[src/logic/core_macros.svh]
// Width macros for the core datapath and the APB register port
// Reset defaults for the stage-1 vectors and fetch limit

`ifndef CORE_MACROS_SVH
`define CORE_MACROS_SVH

// Datapath widths
`define CORE_XLEN                   32      // Data word and byte address width
`define CORE_APB_ADDR_W             8       // APB register offset width

// Register reset values
`define CORE_RESET_VECTOR_DEFAULT   32'h0000_0000   // First fetch address
`define CORE_TRAP_VECTOR_DEFAULT    32'h0000_0100   // Fetch resumes here after an exception
`define CORE_FETCH_LIMIT_DEFAULT    32'h0000_0400   // Fetches at or above this trap

`endif

[src/logic/letc_pkg.sv]
// Core-wide types
// Data word, byte address and APB register offset

`default_nettype none

`include "core_macros.svh"

package letc_pkg;

    // Datapath types
    typedef logic [`CORE_XLEN-1:0] word_t;      // Data word, also the APB data type
    typedef logic [`CORE_XLEN-1:0] addr_t;      // Byte address

    // APB register port
    typedef logic [`CORE_APB_ADDR_W-1:0] apb_addr_t; // Register offset within the block

endpackage : letc_pkg

`default_nettype wire

[src/logic/core_pkg.sv]
// Stage-1 types for the core
// Instruction word union, control state enum
// LETC.EXIT encoding and register block offsets

`default_nettype none

package core_pkg;

    import letc_pkg::*;

    // Instruction fields in R-type order
    typedef struct packed {
        logic [6:0] funct7;
        logic [4:0] rs2;
        logic [4:0] rs1;
        logic [2:0] funct3;
        logic [4:0] rd;
        logic [6:0] opcode;     // Always the low bits
    } inst_fields_t;

    // One word, seen raw or as fields
    typedef union packed {
        word_t        raw;      // As read from memory
        inst_fields_t fields;   // As decoded
    } inst_u;

    // Stage-1 control states
    typedef enum logic [2:0] {
        INIT,                       // Waits for start
        HALT,                       // Left only by reset
        FETCHING,                   // Presents an item each cycle
        STALLED_ON_S2_NOEXCEPT,     // Holding a normal item
        STALLED_ON_S2_FETCHEXCEPT   // Holding an exception item
    } s1_state_e;

    // LETC.EXIT lives in the custom-0 space
    localparam logic [6:0] OPCODE_CUSTOM0 = 7'b000_1011;
    localparam logic [2:0] FUNCT3_EXIT    = 3'b000;

    // Register offsets
    localparam apb_addr_t REG_CTRL         = 8'h00;   // Bit 0 start
    localparam apb_addr_t REG_RESET_VECTOR = 8'h04;
    localparam apb_addr_t REG_TRAP_VECTOR  = 8'h08;
    localparam apb_addr_t REG_FETCH_LIMIT  = 8'h0C;
    localparam apb_addr_t REG_STATUS       = 8'h10;   // Read-only
    localparam apb_addr_t REG_ISSUE_COUNT  = 8'h14;   // Read-only
    localparam apb_addr_t REG_TRAP_COUNT   = 8'h18;   // Read-only

endpackage : core_pkg

`default_nettype wire

[src/logic/core_s1_control.sv]
// Stage-1 control FSM
// Start wait, stall on stage 2, issue, trap redirect and halt

`timescale 1ns/1ps
`default_nettype none

module core_s1_control (
    input  logic                  clk,
    input  logic                  rst_n,
    input  logic                  start,            // From register block
    input  logic                  halt_req,         // Last accepted item was LETC.EXIT
    input  logic                  s2_busy,          // Stage 2 cannot take an item
    input  logic                  fetch_exception,  // Current item is an exception
    output logic                  s2_valid,
    output logic                  s1_stall,
    output logic                  init,             // Load reset vector
    output logic                  issue,            // Item accepted this cycle
    output logic                  trap_redirect,    // Exception item accepted
    output core_pkg::s1_state_e   state
);

    import core_pkg::*;

    s1_state_e state_ff;
    s1_state_e next_state;
    logic      item_exception;      // Exception flag of the item on offer

    always_ff @(posedge clk or negedge rst_n) begin : state_seq
        if (!rst_n) begin
            state_ff <= INIT;
        end else begin
            state_ff <= next_state;
        end
    end : state_seq

    always_comb begin : next_state_logic
        case (state_ff)
            INIT:     next_state = start ? FETCHING : INIT; // Software sets vectors first
            HALT:     next_state = HALT;                    // Only reset leaves
            FETCHING: begin
                if (halt_req) begin
                    next_state = HALT;                      // EXIT already handed over
                end else if (s2_busy) begin
                    next_state = fetch_exception ? STALLED_ON_S2_FETCHEXCEPT
                                                 : STALLED_ON_S2_NOEXCEPT;
                end else begin
                    next_state = FETCHING;
                end
            end
            STALLED_ON_S2_NOEXCEPT, STALLED_ON_S2_FETCHEXCEPT: begin
                next_state = s2_busy ? state_ff : FETCHING; // Accepted once busy drops
            end
            default:  next_state = HALT;                    // Illegal encoding
        endcase
    end : next_state_logic

    always_comb begin : handover_logic
        case (state_ff)
            FETCHING: begin
                s2_valid       = !halt_req;     // Nothing after EXIT
                item_exception = fetch_exception;
            end
            STALLED_ON_S2_NOEXCEPT: begin
                s2_valid       = 1'b1;          // Item still waiting
                item_exception = 1'b0;
            end
            STALLED_ON_S2_FETCHEXCEPT: begin
                s2_valid       = 1'b1;
                item_exception = 1'b1;          // Held exception item
            end
            default: begin
                s2_valid       = 1'b0;
                item_exception = 1'b0;
            end
        endcase
    end : handover_logic

    // Handover and pipeline control
    assign issue         = s2_valid && !s2_busy;        // Accept handshake
    assign trap_redirect = issue && item_exception;     // Next fetch from trap vector
    assign init          = state_ff == INIT;            // PC tracks reset vector
    assign s1_stall      = state_ff != FETCHING;
    assign state         = state_ff;

endmodule : core_s1_control

`default_nettype wire

[src/logic/core_s1_fetch.sv]
// Stage-1 fetch datapath
// Program counter, instruction memory read, address checks
// LETC.EXIT decode and halt request flag

`timescale 1ns/1ps
`default_nettype none

`include "core_macros.svh"

module core_s1_fetch (
    input  logic              clk,
    input  logic              rst_n,
    input  logic              init,             // Load reset vector
    input  logic              issue,            // Item accepted, advance
    input  logic              trap_redirect,    // Exception accepted, go to trap
    input  letc_pkg::addr_t   reset_vector,
    input  letc_pkg::addr_t   trap_vector,
    input  letc_pkg::addr_t   fetch_limit,      // First disallowed address
    output letc_pkg::addr_t   imem_addr,
    input  letc_pkg::word_t   imem_rdata,       // Combinational read data
    output core_pkg::inst_u   s2_inst,
    output letc_pkg::addr_t   s2_pc,
    output logic              fetch_exception,
    output logic              halt_req
);

    import letc_pkg::*;
    import core_pkg::*;

    addr_t pc_ff;
    inst_u mem_inst;            // Memory word before exception masking
    logic  misaligned;
    logic  out_of_range;
    logic  is_exit;             // Word decodes as LETC.EXIT
    logic  halt_ff;

    // Program counter
    always_ff @(posedge clk or negedge rst_n) begin : pc_seq
        if (!rst_n) begin
            pc_ff <= `CORE_RESET_VECTOR_DEFAULT;
        end else if (init) begin
            pc_ff <= reset_vector;              // Follows software until start
        end else if (trap_redirect) begin
            pc_ff <= trap_vector;               // Takes priority over plain advance
        end else if (issue) begin
            pc_ff <= pc_ff + addr_t'(4);
        end
    end : pc_seq

    assign imem_addr = pc_ff;
    assign s2_pc     = pc_ff;

    // Address checks
    assign misaligned      = |pc_ff[1:0];
    assign out_of_range    = pc_ff >= fetch_limit;      // Window is [0, limit)
    assign fetch_exception = misaligned || out_of_range;

    // Instruction word
    always_comb begin : inst_logic
        mem_inst.raw = imem_rdata;
        if (fetch_exception) begin
            s2_inst.raw = '0;                   // Never pass a bad fetch's data on
        end else begin
            s2_inst.raw = mem_inst.raw;
        end
    end : inst_logic

    // EXIT decode on the field view
    assign is_exit = (mem_inst.fields.opcode == OPCODE_CUSTOM0)
                  && (mem_inst.fields.funct3 == FUNCT3_EXIT);

    // Sticky until reset, set by an accepted EXIT
    always_ff @(posedge clk or negedge rst_n) begin : halt_seq
        if (!rst_n) begin
            halt_ff <= 1'b0;
        end else if (issue && is_exit && !fetch_exception) begin
            halt_ff <= 1'b1;
        end
    end : halt_seq

    assign halt_req = halt_ff;

endmodule : core_s1_fetch

`default_nettype wire

[src/logic/core_s1_csr.sv]
// Stage-1 APB register block
// Start bit, reset and trap vectors, fetch limit
// Status and issue/trap counters

`timescale 1ns/1ps
`default_nettype none

`include "core_macros.svh"

module core_s1_csr (
    input  logic                  clk,
    input  logic                  rst_n,
    input  logic                  psel,
    input  logic                  penable,
    input  logic                  pwrite,
    input  letc_pkg::apb_addr_t   paddr,
    input  letc_pkg::word_t       pwdata,
    output letc_pkg::word_t       prdata,
    output logic                  pready,
    output logic                  pslverr,
    input  core_pkg::s1_state_e   state,            // From control FSM
    input  logic                  issue,
    input  logic                  trap_redirect,
    output logic                  start,
    output letc_pkg::addr_t       reset_vector,
    output letc_pkg::addr_t       trap_vector,
    output letc_pkg::addr_t       fetch_limit
);

    import letc_pkg::*;
    import core_pkg::*;

    logic  access;              // APB access phase
    logic  wr_en;
    logic  addr_hit;            // Offset is mapped
    logic  halted;
    logic  start_ff;
    addr_t reset_vector_ff;
    addr_t trap_vector_ff;
    addr_t fetch_limit_ff;
    word_t issue_count_ff;
    word_t trap_count_ff;
    word_t status;

    assign access = psel && penable;
    assign wr_en  = access && pwrite;       // Takes effect at end of access
    assign pready = access;                 // No wait states

    // Writable registers, read-only offsets fall through
    always_ff @(posedge clk or negedge rst_n) begin : rw_seq
        if (!rst_n) begin
            start_ff        <= 1'b0;
            reset_vector_ff <= `CORE_RESET_VECTOR_DEFAULT;
            trap_vector_ff  <= `CORE_TRAP_VECTOR_DEFAULT;
            fetch_limit_ff  <= `CORE_FETCH_LIMIT_DEFAULT;
        end else if (wr_en) begin
            case (paddr)
                REG_CTRL:         start_ff        <= pwdata[0];
                REG_RESET_VECTOR: reset_vector_ff <= pwdata;
                REG_TRAP_VECTOR:  trap_vector_ff  <= pwdata;
                REG_FETCH_LIMIT:  fetch_limit_ff  <= pwdata;
                default: ;
            endcase
        end
    end : rw_seq

    // Free-running counters, wrap at 2^32
    always_ff @(posedge clk or negedge rst_n) begin : count_seq
        if (!rst_n) begin
            issue_count_ff <= '0;
            trap_count_ff  <= '0;
        end else begin
            if (issue) issue_count_ff <= issue_count_ff + word_t'(1);
            if (trap_redirect) trap_count_ff <= trap_count_ff + word_t'(1);
        end
    end : count_seq

    assign halted = state == HALT;
    assign status = {{(`CORE_XLEN-4){1'b0}}, halted, state};

    // Read mux and decode
    always_comb begin : read_logic
        addr_hit = 1'b1;
        case (paddr)
            REG_CTRL:         prdata = {{(`CORE_XLEN-1){1'b0}}, start_ff};
            REG_RESET_VECTOR: prdata = reset_vector_ff;
            REG_TRAP_VECTOR:  prdata = trap_vector_ff;
            REG_FETCH_LIMIT:  prdata = fetch_limit_ff;
            REG_STATUS:       prdata = status;
            REG_ISSUE_COUNT:  prdata = issue_count_ff;
            REG_TRAP_COUNT:   prdata = trap_count_ff;
            default: begin
                prdata   = '0;
                addr_hit = 1'b0;          // Unmapped offset
            end
        endcase
    end : read_logic

    assign pslverr = access && !addr_hit;

    assign start        = start_ff;
    assign reset_vector = reset_vector_ff;
    assign trap_vector  = trap_vector_ff;
    assign fetch_limit  = fetch_limit_ff;

endmodule : core_s1_csr

`default_nettype wire

[src/logic/core_s1.sv]
// Stage-1 top level
// Control FSM, fetch datapath and APB registers

`timescale 1ns/1ps
`default_nettype none

module core_s1 (
    input  logic                  clk,
    input  logic                  rst_n,
    // APB slave
    input  logic                  psel,
    input  logic                  penable,
    input  logic                  pwrite,
    input  letc_pkg::apb_addr_t   paddr,
    input  letc_pkg::word_t       pwdata,
    output letc_pkg::word_t       prdata,
    output logic                  pready,
    output logic                  pslverr,
    // Instruction memory
    output letc_pkg::addr_t       imem_addr,
    input  letc_pkg::word_t       imem_rdata,
    // Stage 2 handover
    output logic                  s2_valid,
    output core_pkg::inst_u       s2_inst,
    output letc_pkg::addr_t       s2_pc,
    output logic                  s2_fetch_exception,
    input  logic                  s2_busy,
    output logic                  s1_stall
);

    import letc_pkg::*;
    import core_pkg::*;

    logic      start;
    logic      halt_req;
    logic      init;
    logic      issue;
    logic      trap_redirect;
    s1_state_e state;
    addr_t     reset_vector;
    addr_t     trap_vector;
    addr_t     fetch_limit;

    core_s1_control u_control (
        .clk             (clk),
        .rst_n           (rst_n),
        .start           (start),
        .halt_req        (halt_req),
        .s2_busy         (s2_busy),
        .fetch_exception (s2_fetch_exception),  // Same net goes to stage 2
        .s2_valid        (s2_valid),
        .s1_stall        (s1_stall),
        .init            (init),
        .issue           (issue),
        .trap_redirect   (trap_redirect),
        .state           (state)
    );

    core_s1_fetch u_fetch (
        .clk             (clk),
        .rst_n           (rst_n),
        .init            (init),
        .issue           (issue),
        .trap_redirect   (trap_redirect),
        .reset_vector    (reset_vector),
        .trap_vector     (trap_vector),
        .fetch_limit     (fetch_limit),
        .imem_addr       (imem_addr),
        .imem_rdata      (imem_rdata),
        .s2_inst         (s2_inst),
        .s2_pc           (s2_pc),
        .fetch_exception (s2_fetch_exception),
        .halt_req        (halt_req)
    );

    core_s1_csr u_csr (
        .clk             (clk),
        .rst_n           (rst_n),
        .psel            (psel),
        .penable         (penable),
        .pwrite          (pwrite),
        .paddr           (paddr),
        .pwdata          (pwdata),
        .prdata          (prdata),
        .pready          (pready),
        .pslverr         (pslverr),
        .state           (state),
        .issue           (issue),
        .trap_redirect   (trap_redirect),
        .start           (start),
        .reset_vector    (reset_vector),
        .trap_vector     (trap_vector),
        .fetch_limit     (fetch_limit)
    );

endmodule : core_s1

`default_nettype wire

[config.mk]
export PLATFORM = sky130hd
export DESIGN_NAME = core_s1
export DESIGN_NICKNAME = d
export VERILOG_FILES = /design/src/logic/letc_pkg.sv /design/src/logic/core_pkg.sv /design/src/logic/core_s1_control.sv /design/src/logic/core_s1_fetch.sv /design/src/logic/core_s1_csr.sv /design/src/logic/core_s1.sv
export VERILOG_INCLUDE_DIRS = /design/src /design/src/logic
export SDC_FILE = /design/constraint.sdc
export NUM_CORES = 1
export LEC_CHECK = 0
export ABC_AREA = 1
export BUFFER_PORTS_ARGS = -buffer_cell sky130_fd_sc_hd__buf_2
export CAP_MARGIN = 30
export CORE_UTILIZATION = 57
export DETAILED_ROUTE_END_ITERATION = 10
export PLACE_DENSITY_LB_ADDON = 0.25
export SKIP_LAST_GASP = 1
export SYNTH_ARGS = -nofsm -noshare
export SYNTH_HDL_FRONTEND = slang
export SYNTH_SLANG_ARGS = --single-unit
[constraint.sdc]
create_clock -name clk -period 2.38 [get_ports clk]
set_input_delay 0.119 -clock clk [delete_from_list [all_inputs] [get_ports clk]]
set_output_delay 0.119 -clock clk [all_outputs]
set_load 0.01 [all_outputs]
==> impl_metrics.tcl <==
set metrics [dict create \
    status "finished, violations left" \
    violations "negative setup slack" \
    path_max_fanout 15 \
    finalCritPeriodShare_pct 112 \
    synth_ff_type "dfrtp_1" \
    syn_nets 1827 \
    irDropWorstVdd_mv 0.433 \
    timing.final.ws_setup_ps -286 \
    rsz0062_at_grt "true" \
    portBuffers 210 \
    drt-total-wl_um 44000 \
    numCtsBuffers 17 \
    ios 211 \
    startpoint_type "flop" \
    synth-xor-area-share_pct 5.86 \
    power_uw 10600 \
    timing.fmax_mhz 375 \
    synth_seq_cells 197 \
    synth_cells 1714 \
    holdWs_ps 20.5 \
    criticalPathCategory "flop to output port" \
    rows 53 \
    core_area_um2 21200 \
    grt_pass1_wl_um 65900 \
    dieArea_um2 22400 \
    finClkSkew_ps 17.6 \
    tns_ps -15120 \
    crit_path_end_kind "output port" \
    yosys_warnings 0 \
    relSlewSlack_pct 53.7 \
    area_growth_pct 27.6 \
    slew_violations 0 \
    grt_remaining_overflow 0 \
    clock-sinks 197 \
    synthArstFlopShare_pct 100 \
    cts_tree "yes" \
    drive_gt1_share_pct 22.1 \
    final_cell_mix "nand2_1 (425), inv_1 (281), buf_2 (196), dfrtp_1 (194), o21ai_0 (117)" \
    worst_pin_slew_ps 693 \
    start_util_pct 58.7 \
    die_h_um 150 \
    fin_crit_ps 2670 \
    nFillCells 1575 \
    htreeDepth 4 \
    path_clk_slew_ps 80 \
    cts_root_buffer "clkbuf_16" \
    finalNetCount 2093 \
    required_ps 2260 \
    finalSetupViolCount 97 \
    maxCapViolCount 0 \
    yosysUniqueCellTypes 45 \
    ant_nets 0 \
    muxShareOfSynthArea_pct 0 \
    final-hold-violation-count 0 \
    place_area_um2 13900 \
    antenna_found_initial 0 \
    synth_top_family_by_area "simple AND/OR/NAND/NOR gates" \
    synth_compound_area_share_pct 13.8 \
    syn_area_um2 12400 \
    dp_hpwl_um 29800 \
    p_leak_uw 0.00795 \
    clock_path_buffers 2 \
    first_global_vias 12400 \
    drt-initial-drc-count 1338 \
    wl_per_cell_um 19.4 \
    drc 0 \
    synthAdderAreaFrac_pct 3.53 \
    fp.dieW_um 150 \
    mostFrequentLayoutCell "nand2_1" \
    ys_seq_area_share_pct 39.7 \
    worstHoldPathType "input port to flop" \
    finalInstanceArea_um2 15800 \
    synthSimpleGateAreaFrac_pct 24.1 \
    vias 13000 \
    grt_max_degree 74 \
    avgSynthCellArea_um2 7.24 \
    gp_congestion 0.971 \
    synth_edf_count 0 \
    antenna-diode-count 0 \
    p_per_area_nw_per_um2 667 \
    via_per_inst 5.75 \
    drt_first_pass_iters 6 \
    arrival_ps 2550 \
    clk_latency_ps 460 \
    grtUsageTotal_pct 38.9 \
]
-- worst max-delay path: stages, from the launching register on --
cell and delay, ps:
dfrtp_1 390, inv_1 110, ha_1 270, nand2_2 90
inv_1 40, nand2_1 50, nand2_1 50, nand2_1 60
nand2_1 50, nor2_1 120, nand2_1 80, nand2_2 90
nand2_4 100, buf_12 150, buf_12 150, nor2_1 140
buf_2 150
-- power breakdown --
| group | total, µW | switching, µW | internal (µW) |
|---|---|---|---|
| Combinational | 3690 | 2210 | 1480 |
| Sequential | 3890 | 288 | 3600 |
| Clock | 2990 | 1560 | 1430 |
-- through the flow --
step / worst slack, ps / utilization [%] / cells
CTS: -169 / 72.6 / 2256
global route: -356 / 74.9 / 2268
detailed placement: -80.2 / 65.8 / 2174
finish: -286 / 74.9 / 2268
global placement: 13.1 / 65.8 / 2174
floorplan: 200 / - / 1714
-- path summary, 6_finish.rpt --
path / from / to / slack [ps] / depth (start not counted)
min in group asynchronous: rst_n / u_csr.issue_count_ff[5]$_DFFE_PN0P_ / 180 / 2
min reg2reg: u_csr.fetch_limit[16]$_DFFE_PN0P_ / u_csr.fetch_limit[16]$_DFFE_PN0P_ / 490 / 2
max: u_csr.fetch_limit[11]$_DFFE_PN0P_ / s2_inst[25] / -290 / 16
max in group asynchronous: rst_n / u_csr.reset_vector[30]$_DFFE_PN0P_ / 1420 / 3
max reg2reg: u_csr.fetch_limit[28]$_DFFE_PN0P_ / u_csr.trap_count_ff[4]$_DFFE_PN0P_ / -200 / 16
min: pwdata[0] / u_csr.trap_vector[0]$_DFFE_PN0P_ / 20 / 3
-- synthesized netlist by cell type, types with 4 or more instances --
cell | instances | share of area, %
nand2_1 | 434 | 13
a21oi_1 | 53 | 2.1
xor2_1 | 75 | 5.3
nor2_2 | 4 | 0.20
nor3_1 | 37 | 1.5
nand3_1 | 53 | 2.1
nand4_1 | 20 | 1.0
o21ai_0 | 119 | 4.8
dfrtp_1 | 195 | 39
buf_2 | 11 | 0.44
nand2_2 | 4 | 0.20
inv_1 | 286 | 8.6
clkinv_1 | 5 | 0.15
o21ai_1 | 40 | 1.6
a31oi_1 | 5 | 0.25
inv_2 | 8 | 0.24
buf_4 | 32 | 1.9
nor4_1 | 17 | 0.86
a221oi_1 | 15 | 1.1
o221ai_1 | 16 | 1.1
o22ai_1 | 39 | 2.0
nor2_1 | 124 | 3.7
xnor2_1 | 8 | 0.56
clkbuf_1 | 43 | 1.3
ha_1 | 35 | 3.5
-- logic make-up after synthesis --
kind of cell	count (synthesis)
compound gates	299
flops	197
fa+ha+maj	35
simple gates	709
buf+inv	391
xor+xnor	83
-- registers in the layout (all words and copies together), names as in the netlist --
name,flops
u_csr.reset_vector,32
u_fetch.halt_req,1
u_csr.issue_count_ff,32
u_control.state,3
u_csr.trap_count_ff,32
u_csr.start,1
u_csr.fetch_limit,32
u_csr.trap_vector,32
u_fetch.imem_addr,32
-- area by class of cell --
cell class	count	area (µm²)	area share, %
repair buffers	338	2540	16.1
multi-input cells	1126	6280	39.7
clock inverters	15	178	1.12
inverters	300	1130	7.16
clock buffers	17	425	2.69
flip-flops and latches	197	4930	31.2
well taps	275	344	2.17
-- timing repair --
| item | CTS | global route |
|---|---|---|
| hold buffers | 36 | 0 |
| resized for setup | 47 | 90 |
| setup endpoints to repair | 84 | 99 |
| cloned | 6 | 5 |
| buffers inserted | 8 | 9 |
| pin swaps | 8 | 13 |
| endpoints found under the hold margin | 138 | 0 |
-- routing by layer --
metal / track usage [%] / wire length, µm
met5: 0 / 0
met4: 16.6 / 1800
met3: 7.23 / 4350
met2: 63.6 / 20800
met1: 50.5 / 17100
No activity file was read; power rests on OpenSTA's default activity.
